[config.mk]
export PLATFORM = sky130hd
export DESIGN_NAME = rift_core
export DESIGN_NICKNAME = d
export VERILOG_FILES = /design/src/design/rift_pkg.sv /design/src/design/rift_core.sv /design/src/design/back_end.sv /design/src/design/instr_fifo.sv /design/src/design/front_end.sv
export VERILOG_INCLUDE_DIRS = /design/src /design/src/design
export SDC_FILE = /design/constraint.sdc
export NUM_CORES = 2
export LEC_CHECK = 0
export BUFFER_PORTS_ARGS = -buffer_cell sky130_fd_sc_hd__buf_2
export CORE_UTILIZATION = 57
export CTS_CLUSTER_DIAMETER = 100
export DETAILED_ROUTE_END_ITERATION = 10
export GPL_TIMING_DRIVEN = 0
export PLACE_DENSITY_LB_ADDON = 0.08
export SLEW_MARGIN = 20
export SYNTH_ARGS = -nofsm -noshare
export SYNTH_HDL_FRONTEND = slang
export SYNTH_SLANG_ARGS = --single-unit
[constraint.sdc]
create_clock -name clk -period 11.61 [get_ports clk]
set_input_delay 1.161 -clock clk [delete_from_list [all_inputs] [get_ports clk]]
set_output_delay 1.161 -clock clk [all_outputs]
set_load 0.03 [all_outputs]
[src/design/rift_params.svh]
`ifndef RIFT_PARAMS_SVH
`define RIFT_PARAMS_SVH

// data and address width
`define RIFT_XLEN 32

// instruction FIFO address bits, 8 entries
`define RIFT_FIFO_AW 3

// branch prediction queue address bits, 4 entries
`define RIFT_BQ_AW 2

// first fetch address after reset
`define RIFT_RESET_PC 32'h0000_0000

`endif
[src/design/rift_pkg.sv]
`default_nettype none
`include "rift_params.svh"

package rift_pkg;

	typedef logic [`RIFT_XLEN-1:0] word_t; // register and bus data
	typedef logic [`RIFT_XLEN-1:0] addr_t; // instruction address
	typedef logic [4:0] reg_idx_t; // x0..x31

	typedef enum logic [2:0] {
		op_nop,
		op_addi,
		op_add,
		op_sub,
		op_beq,
		op_bne,
		op_jal,
		op_jalr
	} op_e;

	typedef struct packed {
		op_e op;
		reg_idx_t rd; // zero when nothing is written back
		reg_idx_t rs1;
		reg_idx_t rs2;
		word_t imm; // sign extended, shifted for branch and jal
		addr_t pc;
		word_t instr; // raw word, kept for the retire port
		logic pred_taken; // static prediction, backward branch
	} micro_instr_t;

	typedef struct packed {
		logic valid;
		logic taken;
	} bru_res_t;

	typedef struct packed {
		logic valid;
		addr_t target;
	} jalr_res_t;

	typedef struct packed {
		logic valid;
		addr_t pc;
		word_t instr;
		reg_idx_t rd;
		word_t value;
	} retire_t;

endpackage

`default_nettype wire

[src/design/rift_core.sv]
`timescale 1ns/1ns
`default_nettype none

module rift_core (
	input wire clk,
	input wire arst_n,
	input wire ifu_req_ready,
	input wire rift_pkg::word_t ifu_rsp_data,
	input wire ifu_rsp_valid,
	output logic ifu_req_valid,
	output logic ifu_req_kill,
	output rift_pkg::addr_t ifu_addr,
	output rift_pkg::retire_t retire
);

	logic fifo_push;
	logic fifo_pop;
	logic fifo_full;
	logic fifo_empty;
	logic fe_flush; // front end saw a wrong prediction
	logic be_flush; // back end has dropped the wrong path
	logic mispredict;
	logic mispredict_set;
	logic mispredict_rst;
	rift_pkg::micro_instr_t push_data;
	rift_pkg::micro_instr_t pop_data;
	rift_pkg::bru_res_t bru_res;
	rift_pkg::bru_res_t bru_res_gated;
	rift_pkg::jalr_res_t jalr_res;
	rift_pkg::jalr_res_t jalr_res_gated;

	assign mispredict_set = fe_flush && !be_flush;
	assign mispredict_rst = be_flush;

	// wrong-path results never reach the front end
	always_comb begin
		bru_res_gated = bru_res;
		bru_res_gated.valid = bru_res.valid && !mispredict;
		jalr_res_gated = jalr_res;
		jalr_res_gated.valid = jalr_res.valid && !mispredict;
	end

	front_end i_front_end (
		.clk(clk),
		.arst_n(arst_n),
		.fifo_full(fifo_full),
		.bru_res(bru_res_gated),
		.jalr_res(jalr_res_gated),
		.ifu_req_ready(ifu_req_ready),
		.ifu_rsp_data(ifu_rsp_data),
		.ifu_rsp_valid(ifu_rsp_valid),
		.push(fifo_push),
		.push_data(push_data),
		.flush(fe_flush),
		.ifu_req_valid(ifu_req_valid),
		.ifu_req_kill(ifu_req_kill),
		.ifu_addr(ifu_addr)
	);

	instr_fifo i_instr_fifo (
		.clk(clk),
		.arst_n(arst_n),
		.push(fifo_push),
		.push_data(push_data),
		.pop(fifo_pop),
		.flush(fe_flush),
		.full(fifo_full),
		.empty(fifo_empty),
		.pop_data(pop_data)
	);

	back_end i_back_end (
		.clk(clk),
		.arst_n(arst_n),
		.fifo_empty(fifo_empty || mispredict), // hold issue until squash is done
		.pop_data(pop_data),
		.is_mispredict(mispredict),
		.pop(fifo_pop),
		.bru_res(bru_res),
		.jalr_res(jalr_res),
		.flush(be_flush),
		.retire(retire)
	);

	// set/reset flag, reset wins
	always_ff @(posedge clk or negedge arst_n) begin
		if (!arst_n) begin
			mispredict <= 1'b0;
		end else if (mispredict_rst) begin
			mispredict <= 1'b0;
		end else if (mispredict_set) begin
			mispredict <= 1'b1;
		end
	end

endmodule

`default_nettype wire

[src/design/back_end.sv]
`timescale 1ns/1ns
`default_nettype none

module back_end (
	input wire clk,
	input wire arst_n,
	input wire fifo_empty,
	input wire rift_pkg::micro_instr_t pop_data,
	input wire is_mispredict,
	output logic pop,
	output rift_pkg::bru_res_t bru_res,
	output rift_pkg::jalr_res_t jalr_res,
	output logic flush,
	output rift_pkg::retire_t retire
);

	rift_pkg::word_t rf [32]; // entry 0 never written
	rift_pkg::micro_instr_t is_uop; // issue stage
	rift_pkg::micro_instr_t ex_uop; // execute stage
	logic is_vld;
	logic ex_vld;
	logic ex_live;
	logic ex_wen;
	logic ex_taken;
	rift_pkg::word_t is_rs1_val;
	rift_pkg::word_t is_rs2_val;
	rift_pkg::word_t ex_a;
	rift_pkg::word_t ex_b;
	rift_pkg::word_t ex_result;

	// no stalls in the pipe, so take whatever is at the head
	assign pop = !fifo_empty;

	// everything in issue and execute is younger than a mispredicted branch
	assign ex_live = ex_vld && !is_mispredict;
	assign ex_wen = ex_live && (ex_uop.rd != '0);

	function automatic rift_pkg::word_t read_reg(input rift_pkg::reg_idx_t idx);
		if (idx == '0) begin
			return '0;
		end
		if (ex_wen && ex_uop.rd == idx) begin
			return ex_result; // bypass from execute
		end
		return rf[idx];
	endfunction

	always_comb begin
		is_rs1_val = read_reg(is_uop.rs1);
		is_rs2_val = read_reg(is_uop.rs2);
	end

	always_comb begin
		case (ex_uop.op)
			rift_pkg::op_addi: ex_result = ex_a + ex_uop.imm;
			rift_pkg::op_add: ex_result = ex_a + ex_b;
			rift_pkg::op_sub: ex_result = ex_a - ex_b;
			rift_pkg::op_jal, rift_pkg::op_jalr: ex_result = ex_uop.pc + 'd4; // link
			default: ex_result = '0;
		endcase
	end

	assign ex_taken = (ex_uop.op == rift_pkg::op_beq) ? (ex_a == ex_b) : (ex_a != ex_b);

	// resolved in execute, one report per branch
	assign bru_res.valid = ex_vld && (ex_uop.op inside {rift_pkg::op_beq, rift_pkg::op_bne});
	assign bru_res.taken = ex_taken;
	assign jalr_res.valid = ex_vld && (ex_uop.op == rift_pkg::op_jalr);
	assign jalr_res.target = (ex_a + ex_uop.imm) & ~rift_pkg::addr_t'(1);

	always_ff @(posedge clk or negedge arst_n) begin
		if (!arst_n) begin
			is_vld <= 1'b0;
			ex_vld <= 1'b0;
			flush <= 1'b0;
			retire <= '0;
		end else begin
			is_vld <= pop && !is_mispredict;
			ex_vld <= is_vld && !is_mispredict; // squash younger work
			flush <= is_mispredict && !flush; // single pulse, clears the flag
			retire.valid <= ex_live;
			retire.pc <= ex_uop.pc;
			retire.instr <= ex_uop.instr;
			retire.rd <= ex_uop.rd;
			retire.value <= ex_result;
		end
	end

	always_ff @(posedge clk) begin
		if (pop) begin
			is_uop <= pop_data;
		end
		ex_uop <= is_uop;
		ex_a <= is_rs1_val;
		ex_b <= is_rs2_val;
		if (ex_wen) begin
			rf[ex_uop.rd] <= ex_result;
		end
	end

endmodule

`default_nettype wire

[src/design/instr_fifo.sv]
`timescale 1ns/1ns
`default_nettype none
`include "rift_params.svh"

module instr_fifo (
	input wire clk,
	input wire arst_n,
	input wire push,
	input wire rift_pkg::micro_instr_t push_data,
	input wire pop,
	input wire flush,
	output logic full,
	output logic empty,
	output rift_pkg::micro_instr_t pop_data
);

	logic [`RIFT_FIFO_AW:0] wptr; // msb is the wrap bit
	logic [`RIFT_FIFO_AW:0] rptr;
	logic do_push;
	logic do_pop;
	rift_pkg::micro_instr_t mem [1 << `RIFT_FIFO_AW];

	assign empty = (wptr == rptr);
	assign full = (wptr[`RIFT_FIFO_AW] != rptr[`RIFT_FIFO_AW])
		&& (wptr[`RIFT_FIFO_AW-1:0] == rptr[`RIFT_FIFO_AW-1:0]);
	assign pop_data = mem[rptr[`RIFT_FIFO_AW-1:0]]; // head, valid when not empty

	assign do_push = push && !full && !flush; // push during flush is dropped
	assign do_pop = pop && !empty;

	always_ff @(posedge clk or negedge arst_n) begin
		if (!arst_n) begin
			wptr <= '0;
			rptr <= '0;
		end else if (flush) begin
			wptr <= '0;
			rptr <= '0;
		end else begin
			if (do_push) begin
				wptr <= wptr + 1'b1;
			end
			if (do_pop) begin
				rptr <= rptr + 1'b1;
			end
		end
	end

	always_ff @(posedge clk) begin
		if (do_push) begin
			mem[wptr[`RIFT_FIFO_AW-1:0]] <= push_data;
		end
	end

endmodule

`default_nettype wire

[src/design/front_end.sv]
`timescale 1ns/1ns
`default_nettype none
`include "rift_params.svh"

module front_end (
	input wire clk,
	input wire arst_n,
	input wire fifo_full,
	input wire rift_pkg::bru_res_t bru_res,
	input wire rift_pkg::jalr_res_t jalr_res,
	input wire ifu_req_ready,
	input wire rift_pkg::word_t ifu_rsp_data,
	input wire ifu_rsp_valid,
	output logic push,
	output rift_pkg::micro_instr_t push_data,
	output logic flush,
	output logic ifu_req_valid,
	output logic ifu_req_kill,
	output rift_pkg::addr_t ifu_addr
);

	typedef enum logic [2:0] {
		st_idle,
		st_request,
		st_wait_rsp,
		st_hold,
		st_wait_jalr
	} fetch_state_e;

	fetch_state_e state;
	rift_pkg::addr_t pc; // address of the instruction in flight
	rift_pkg::addr_t seq_pc;
	rift_pkg::addr_t tgt_pc;
	rift_pkg::addr_t pc_next;
	rift_pkg::word_t rsp_buf; // response parked while FIFO is full
	rift_pkg::word_t cur;
	rift_pkg::word_t imm_i;
	rift_pkg::word_t imm_b;
	rift_pkg::word_t imm_j;
	rift_pkg::micro_instr_t dec;
	logic have_instr;
	logic is_br;

	logic [`RIFT_BQ_AW:0] bq_wptr; // extra bit tells full from empty
	logic [`RIFT_BQ_AW:0] bq_rptr;
	logic bq_taken [1 << `RIFT_BQ_AW];
	rift_pkg::addr_t bq_alt [1 << `RIFT_BQ_AW]; // address to restart at if wrong
	logic bq_full;

	assign cur = (state == st_hold) ? rsp_buf : ifu_rsp_data;
	assign have_instr = (state == st_hold) || (state == st_wait_rsp && ifu_rsp_valid);

	// immediates of the I, B and J formats
	assign imm_i = {{(`RIFT_XLEN-12){cur[31]}}, cur[31:20]};
	assign imm_b = {{(`RIFT_XLEN-13){cur[31]}}, cur[31], cur[7], cur[30:25], cur[11:8], 1'b0};
	assign imm_j = {{(`RIFT_XLEN-21){cur[31]}}, cur[31], cur[19:12], cur[20], cur[30:21], 1'b0};

	always_comb begin
		dec = '0;
		dec.op = rift_pkg::op_nop; // anything unknown retires as nop
		dec.rs1 = cur[19:15];
		dec.rs2 = cur[24:20];
		dec.pc = pc;
		dec.instr = cur;
		case (cur[6:0])
			7'b0010011: begin
				if (cur[14:12] == 3'b000) begin
					dec.op = rift_pkg::op_addi;
					dec.imm = imm_i;
				end
			end
			7'b0110011: begin
				if (cur[14:12] == 3'b000 && cur[31:25] == 7'b0000000) begin
					dec.op = rift_pkg::op_add;
				end else if (cur[14:12] == 3'b000 && cur[31:25] == 7'b0100000) begin
					dec.op = rift_pkg::op_sub;
				end
			end
			7'b1100011: begin
				if (cur[14:13] == 2'b00) begin // funct3 000 beq, 001 bne
					dec.op = cur[12] ? rift_pkg::op_bne : rift_pkg::op_beq;
					dec.imm = imm_b;
					dec.pred_taken = imm_b[`RIFT_XLEN-1]; // backward means taken
				end
			end
			7'b1101111: begin
				dec.op = rift_pkg::op_jal;
				dec.imm = imm_j;
			end
			7'b1100111: begin
				if (cur[14:12] == 3'b000) begin
					dec.op = rift_pkg::op_jalr;
					dec.imm = imm_i;
				end
			end
			default: dec.op = rift_pkg::op_nop;
		endcase
		if (dec.op inside {rift_pkg::op_addi, rift_pkg::op_add, rift_pkg::op_sub,
			rift_pkg::op_jal, rift_pkg::op_jalr}) begin
			dec.rd = cur[11:7];
		end
	end

	assign is_br = dec.op inside {rift_pkg::op_beq, rift_pkg::op_bne};
	assign seq_pc = pc + 'd4;
	assign tgt_pc = pc + dec.imm;
	assign pc_next = (dec.op == rift_pkg::op_jal || dec.pred_taken) ? tgt_pc : seq_pc;

	// stall a branch while the prediction queue has no room
	assign bq_full = (bq_wptr ^ bq_rptr) == {1'b1, {`RIFT_BQ_AW{1'b0}}};
	assign push = have_instr && !fifo_full && !(is_br && bq_full) && !flush;
	assign push_data = dec;

	// oldest prediction against the resolved outcome
	assign flush = bru_res.valid && (bru_res.taken != bq_taken[bq_rptr[`RIFT_BQ_AW-1:0]]);

	assign ifu_req_valid = (state == st_request) && !flush; // never together with kill
	assign ifu_req_kill = flush;
	assign ifu_addr = pc;

	always_ff @(posedge clk or negedge arst_n) begin
		if (!arst_n) begin
			state <= st_idle;
			pc <= `RIFT_RESET_PC;
		end else if (flush) begin
			state <= st_request; // restart on the other path
			pc <= bq_alt[bq_rptr[`RIFT_BQ_AW-1:0]];
		end else begin
			case (state)
				st_idle: state <= st_request;
				st_request: begin
					if (ifu_req_ready) begin
						state <= st_wait_rsp;
					end
				end
				st_wait_rsp, st_hold: begin
					if (push) begin
						pc <= pc_next;
						state <= (dec.op == rift_pkg::op_jalr) ? st_wait_jalr : st_request;
					end else if (have_instr) begin
						state <= st_hold; // FIFO or queue full
					end
				end
				st_wait_jalr: begin
					if (jalr_res.valid) begin
						pc <= jalr_res.target;
						state <= st_request;
					end
				end
				default: state <= st_idle;
			endcase
		end
	end

	always_ff @(posedge clk) begin
		if (state == st_wait_rsp && ifu_rsp_valid) begin
			rsp_buf <= ifu_rsp_data;
		end
	end

	always_ff @(posedge clk or negedge arst_n) begin
		if (!arst_n) begin
			bq_wptr <= '0;
			bq_rptr <= '0;
		end else if (flush) begin
			bq_wptr <= '0; // every queued branch is on the wrong path
			bq_rptr <= '0;
		end else begin
			if (push && is_br) begin
				bq_wptr <= bq_wptr + 1'b1;
			end
			if (bru_res.valid) begin
				bq_rptr <= bq_rptr + 1'b1;
			end
		end
	end

	always_ff @(posedge clk) begin
		if (push && is_br) begin
			bq_taken[bq_wptr[`RIFT_BQ_AW-1:0]] <= dec.pred_taken;
			bq_alt[bq_wptr[`RIFT_BQ_AW-1:0]] <= dec.pred_taken ? seq_pc : tgt_pc;
		end
	end

endmodule

`default_nettype wire

[Word level (Yosys, flattened, before mapping)]
Memories as Yosys holds them, arrays and structs flattened. A register that Yosys moved wholly into a read port is not among the register bits.
Index checks and enable logic that the tools add are counted.
Storage, ports and cells
  register bits: 355
  latch bits: 0
  bits in writable memories: 2076
  ROM bits: 0
  bits of input ports: 36
  output and inout port bits: 136
  word-level logic and storage cells: 192
  memories: 4
Operators by class
  $add $sub $neg: 10
  $mul: 0
  divide/modulo/power cells: 0
  $lt $le $gt $ge: 0
  equal/unequal tests: 37
  shift operators: 0
  multiplexer cells: 59
  bitwise gates (word level): 1
  reduce and logical (&&, ||, !) cells: 58
Memories
  i_back_end.rf: depth 32, width 32, read ports 2, clocked after Yosys merged registers in 0, write ports 1, RTL line back_end.sv:17  | rift_pkg::word_t rf [32];
  i_instr_fifo.mem: depth 8, width 115, read ports 1, clocked after Yosys merged registers in 1, write ports 1, RTL line instr_fifo.sv:21  | rift_pkg::micro_instr_t mem [1 << `RIFT_FIFO_AW];
  i_front_end.bq_alt: depth 4, width 32, read ports 1, clocked after Yosys merged registers in 0, write ports 1, RTL line front_end.sv:47  | rift_pkg::addr_t bq_alt [1 << `RIFT_BQ_AW];
  i_front_end.bq_taken: depth 4, width 1, read ports 1, clocked after Yosys merged registers in 0, write ports 1, RTL line front_end.sv:46  | logic bq_taken [1 << `RIFT_BQ_AW];
Operator list (count)
  32-bit 2-to-1 mux: 16
  32-bit case mux with 4 select lines: 1
  32-bit adder: 3
  32-bit case mux with 3 select lines: 1
  32-bit by 3-bit adder with 32-bit output, second input constant: 2
  32-bit case mux with 2 select lines: 1
  3-bit 2-to-1 mux: 13
  32-bit == test: 1
  32-bit != test: 1
  32-bit subtractor: 1
  3-bit == test, second input constant: 10
  1-bit logical AND: 26
  7-bit == test, second input constant: 3
  1-bit 2-to-1 mux: 19
  3-bit by 2-bit == test with 1-bit output, second input constant: 6
  4-bit 2-to-1 mux: 4
  3-bit case mux with 5 select lines: 1
  7-bit by 6-bit == test with 1-bit output, second input constant: 2
  2-bit nonzero test: 7
  3-bit case mux with 4 select lines: 1
  5-bit == test: 2
  5-bit zero test: 2
  5-bit nonzero test: 2
  3-bit by 1-bit == test with 1-bit output, second input constant: 3
  other kinds (20): 37

[Depth between registers and ports, before layout]
  word-level depth: 17
  gate-level depth with buffers: 22
  gate-level depth less buffers: 19

[Cells and area by module]
Synthesis repeated with hierarchy kept, for this count alone.
Unflattened totals
  cells, all modules: 6163
  area total of the unflattened synthesis: 112095.0 um^2
By module, submodules not included
  back_end: instances 1, cells an instance 3603, area an instance 64381.7 um^2
  instr_fifo: instances 1, cells an instance 1408, area an instance 35282.6 um^2
  front_end: instances 1, cells an instance 1147, area an instance 12371.9 um^2
  rift_core: instances 1, cells an instance 5, area an instance 58.8 um^2

[Worst setup path after synthesis]
Ideal clock, no wire load.
  path kind: input port to flip-flop
  start point: in ifu_rsp_data[5]
  end point: mem i_instr_fifo.mem[0][100] (netlist name), enable pin
  arrival time: 10.925 ns
  data required time: 10.837 ns
  path slack: -0.088 ns
  stages: 6
  buffers on the path: 0
  cells stage by stage: nor2b_1 -> mux2i_1 -> a211oi_4 -> a31oi_4 -> o21ai_1 -> nor4_1
Between the ends
  cells in the longest elaborated chain, start to end: 13
Ends and longest elaborated chain
  from (decl): RTL line rift_core.sv:8  | input wire rift_pkg::word_t ifu_rsp_data,
  32-bit 2-to-1 mux *: RTL line front_end.sv:50  | assign cur = (state == st_hold) ? rsp_buf : ifu_rsp_data;
  7-bit == test (tied with other cells): RTL line front_end.sv:65  | case (cur[6:0])
  3-bit case mux with 5 select lines *: RTL line front_end.sv:65
  3-bit == test: RTL line front_end.sv:104  | assign is_br = dec.op inside {rift_pkg::op_beq, rift_pkg::op_bne};
  2-bit nonzero test *: RTL line front_end.sv:104
  1-bit logical AND *: RTL line front_end.sv:111  | assign push = have_instr && !fifo_full && !(is_br && bq_full) && !flush;
  1-bit zero test *: RTL line front_end.sv:111
  1-bit logical AND * (2 in series): RTL line front_end.sv:111
  1-bit logical AND * (2 in series): RTL line instr_fifo.sv:28  | assign do_push = push && !full && !flush;
  1-bit 2-to-1 mux *: RTL line instr_fifo.sv:49  | if (do_push) begin
  1-bit 2-to-1 mux *: RTL line instr_fifo.sv:50  | mem[wptr[`RIFT_FIFO_AW-1:0]] <= push_data;
  to (decl): RTL line instr_fifo.sv:21
Mark *: on every way between the ends. The rest lies on a longest branch, timed or not.

==> results.md <==
Place:
- The number of I/O port buffers is 171.
- The estimated wirelength of the detail-placed design is 224 mm.
- The final RePlAce weighted congestion is 1.00.
- The cell total after placement is 8,474.

STA:
- Setup violations remaining at the end of the flow were counted as 0.
- The maximum clock frequency is 0.137 GHz.
- The transition time at the pin with the least slew margin is about 1.2 ns.
- The worst pin sits at a relative slew slack of 18.8%.
- The portion of the clock cycle consumed by the worst path in the final layout is 62.8%.
- The sum of negative setup slack is 0 ns.
- The worst path needs ~7.3 ns of the cycle, external delays included.
- The maximum clock skew at final layout is 0.0533 ns.
- Setup repair after global routing left no endpoint under its margin.
- The number of failing hold endpoints at the final stage came to 0.
- The worst hold slack is 0.161 ns.
- The count of pins over their slew limit was 0.

Critical path:
- The master of the slowest instance on the critical path is o41ai_2.
- The worst path required time is 12.19 ns.
- In this run the critical register-to-register path is captured at i_front_end.bq_alt[0][27]$_DFFE_PP_.
- The startpoint of the worst setup timing path is i_front_end.state[2]$_DFFE_PN0P_.
- The data arrival time of the critical path is 7.88 ns.
- The peak per-stage delay on the critical path is 0.86 ns.
- In this run the critical register-to-register path is launched from i_front_end.state[2]$_DFFE_PN0P_.
- The number of buffers and inverters on the critical path is 4.
- The startpoint type of the worst setup path is a flip-flop.
- The worst setup path is captured at a flip-flop.
- The most numerous cell type found on the critical path is a21oi_1.
- For flop-to-flop paths, the worst setup slack is 4.31 ns.
- Traced cell by cell, the critical path runs through and3b_1 -> buf_6 -> buf_2 -> buf_1 -> mux2i_1 -> nor2_1 -> a21oi_1 -> inv_1 -> ha_1 -> a211oi_1 -> o21ai_0 -> a21oi_1 -> a31oi_1 -> o41ai_2 -> o21ai_0 -> o31ai_1 -> xor2_1 -> a21oi_1.
- The largest fanout of any net on the critical path is 10.
- The critical path is of the flip-flop to flip-flop type.
- Grouping stages by cell kind, the critical path spends the most delay in compound AO/OA/AOI/OAI gates.
- The worst register-to-register path has a depth of 18.

Floorplan:
- The area of the core is around 180,000 um2.
- The initialized floorplan defines 155 standard-cell rows.
- The number of top-level pins is 172.
- The initial utilization of the core area, before any placement, comes to between 50% and 60%.
- The die covers 183,000 um2.
- From bottom edge to top edge, the die measures 428 um.
- The chip width is around 430 um.

Synth:
- The largest area contributor in the netlist is edfxtp_1.
- By count the netlist is led by edfxtp_1 (2,025), mux4_2 (859), nor2_1 (248).
- The total number of yosys warnings is 0.
- Synthesis inferred about 2,300 register bits.
- By area the synthesized netlist is led by edfxtp_1 (59%), mux4_2 (19%), dfrtp_1 (3.8%), dfxtp_1 (3.0%), mux2_2 (1.7%).
- The synthesized netlist contains 91 unique library cells.
- The post-synthesis instance area is roughly 100,000 um2.
- The share of flip-flops with an asynchronous set or reset is 6.63%.
- The register area share after synthesis is 65.7%.
- The most common cell in the synthesized netlist is edfxtp_1.
- The number of enable-type register cells in the synthesized netlist is 2,025.
- The cell count after synthesis is 5,752.
- For this run, the leading register cell type out of synthesis is edfxtp_1.
- The portion of synthesized cell area occupied by the leading cell type is 58.9%.
- The mean cell area of the mapped netlist is 17.9 um2.

Detailed routing:
- The first detailed-routing pass ran for 6 iterations.
- In this run the remaining antenna-violating nets after routing total 0.
- The routed wire length per instance is around 35 um.
- Across all layers, the routed design uses 60,535 vias.
- For this run, design rule violations remaining after detail routing come to 0.
- For this block, the initial DRC count from the detailed router was 7,992.
- The sum of routed wire length over all layers is 314 mm.
- In the routed layout, each cell is associated on average with a via count of 6.80.

CTS:
- After clock tree synthesis, the clock-pin slew on the worst setup and hold paths is 0.06 ns.
- The quantity of hold-fixing buffers added after cts is 0.
- The TritonCTS sink count is 2,337.
- Once the clock tree was built, the setup fixing pass inserted 0 buffers.
- TritonCTS built the clock tree.
- The clock latency reported for the late side of the worst-skew pair is 0.92 ns.
- Buffers inserted during clock tree synthesis total 226.
- The H-tree was split into 4 levels.
- The maximum buffer depth of the clock tree is 3.
- The root buffer cell chosen for the clock tree is clkbuf_16.
- Once the clock tree was built, the resizer swapped 0 gates to a different size.

Final layout:
- For this run, the share of the core covered by cells in the final layout is about two thirds.
- The layout cell share with drive strength beyond 1 is between 20% and 30%.
- Compared with the post-synthesis result, the final layout area differs by 14.3%.
- The number of fill cells in the layout is about 12,000.
- The final standard cell count with taps included and fillers excluded is 8,908.
- The number of nets in the layout is 6,522.

Global routing:
- The first global-routing pass estimated 441 mm of wire.
- The overall global routing resource usage is 34.7%.
- The total overflow left after global routing is 0.
- The number of antenna violations at the first check in global routing is 7.
- The number of global-route vias before repair is around 60,000.
- The pin count of the biggest net entering global routing is 75.

Pwr:
- In this run the power density over the cells is approximately 330 nW/um2.
- The leakage power is 40.0 nW.
- The maximum resistive drop on vdd is between 0.15 and 0.2 mV.

Status:
- The flow ran to the end, and the final reports show no timing, DRC or antenna violations.

Hold path:
- In this run the worst hold path is classified as primary input to asynchronous set/reset pin.

Job:
- Across the run, the number of max-cap violations was 0.
==> worst max path at each step <==
| stage | endpoint | slack (ns) | depth (start not counted) |
|---|---|---|---|
| floorplan | i_instr_fifo.mem[2][100]$_DFFE_PP_ | 2.43 | 6 |
| global placement | i_instr_fifo.mem[1][51]$_DFFE_PP_ | -5.78 | 11 |
| detailed placement | i_front_end.bq_alt[2][27]$_DFFE_PP_ | 4.33 | 18 |
| CTS | i_front_end.bq_alt[3][27]$_DFFE_PP_ | 4.41 | 18 |
| global route | i_front_end.bq_alt[3][27]$_DFFE_PP_ | 3.93 | 18 |
| finish | i_front_end.bq_alt[0][27]$_DFFE_PP_ | 4.31 | 18 |
==> per-layer routing <==
layer	GRT usage (%)	wire length (um)	vias to the layer above
li1	-	-	24643
met1	47.2	119000	31823
met2	55.7	152000	3375
met4	14.4	15500	8
met3	6.66	28200	686
met5	0	62	-
==> flip-flops by register name, summed over array words and instances (netlist names) <==
signal	flops
i_front_end.state	3
i_back_end.is_uop	93
i_front_end.ifu_addr	32
i_back_end.ex_b	32
i_front_end.rsp_buf	32
i_back_end.rf	1024
mispredict	1
i_front_end.bq_taken	4
i_instr_fifo.mem	744
i_instr_fifo.wptr	4
i_front_end.bq_rptr	3
i_back_end.flush	1
i_back_end.ex_vld	1
i_front_end.bq_alt	128
i_back_end.ex_a	32
i_front_end.bq_wptr	3
i_instr_fifo.rptr	4
i_back_end.retire	102
i_back_end.ex_uop	93
i_back_end.is_vld	1
==> area by class of cell <==
type | instances | area, um2 | area share, %
clock inverter | 129 | 1340 | 1.13
clock buffer | 300 | 6220 | 5.27
antenna | 3 | 7.51 | 0.00636
inverter | 140 | 526 | 0.445
tap | 2355 | 2950 | 2.50
multi-input combinational | 2937 | 33800 | 28.6
sequential | 2337 | 67800 | 57.5
timing repair buffer | 338 | 3690 | 3.13
buffer | 369 | 1620 | 1.37
==> metrics by stage <==
stage               power, mW  setup slack [ns]  instance area [um2]
floorplan                24.1              2.43               103000
global placement         30.8             -5.78               107000
detailed placement       31.3              4.33               110000
CTS                      38.7              4.41               118000
global route             40.2              3.93               118000
finish                   38.9              4.31               118000
==> placed cells by master, fill, tap and decap left out, types with 73 or more instances in the layout <==
master / count
edfxtp_1: 2025
mux4_2: 859
clkbuf_1: 264
clkbuf_16: 230
buf_2: 221
nand2_1: 214
nor2_1: 212
a21oi_1: 204
o21ai_0: 171
dfxtp_1: 157
mux2_2: 156
dfrtp_1: 155
ha_1: 133
inv_1: 122
xnor2_1: 91
buf_4: 78
nand3_1: 73
==> where the power goes <==
group	internal [mW]	leakage, nW	total (mW)	switching [mW]
Combinational	6.34	14.4	17.7	11.4
Clock	4.14	3.68	7.40	3.27
Sequential	12.7	21.9	13.8	1.09
Total	23.2	40.0	38.9	15.7
==> cell families (layout without fill, tap and decap cells) <==
| kind of cell | count (synthesis) | after routing | synth area share [%] |
|---|---|---|---|
| and+or+nand+nor | 814 | 814 | 3.78 |
| muxes | 1066 | 1066 | 20.9 |
| xor gates and xnor gates | 160 | 160 | 1.36 |
| AOI/OAI and AO/OA | 728 | 728 | 4.49 |
| buffers and inverters | 509 | 1276 | 2.01 |
| other | 1 | 35 | 0.00363 |
| adders and majority gates | 137 | 137 | 1.69 |
| DFF | 2337 | 2337 | 65.7 |
Power figures use the tool's default switching activity.
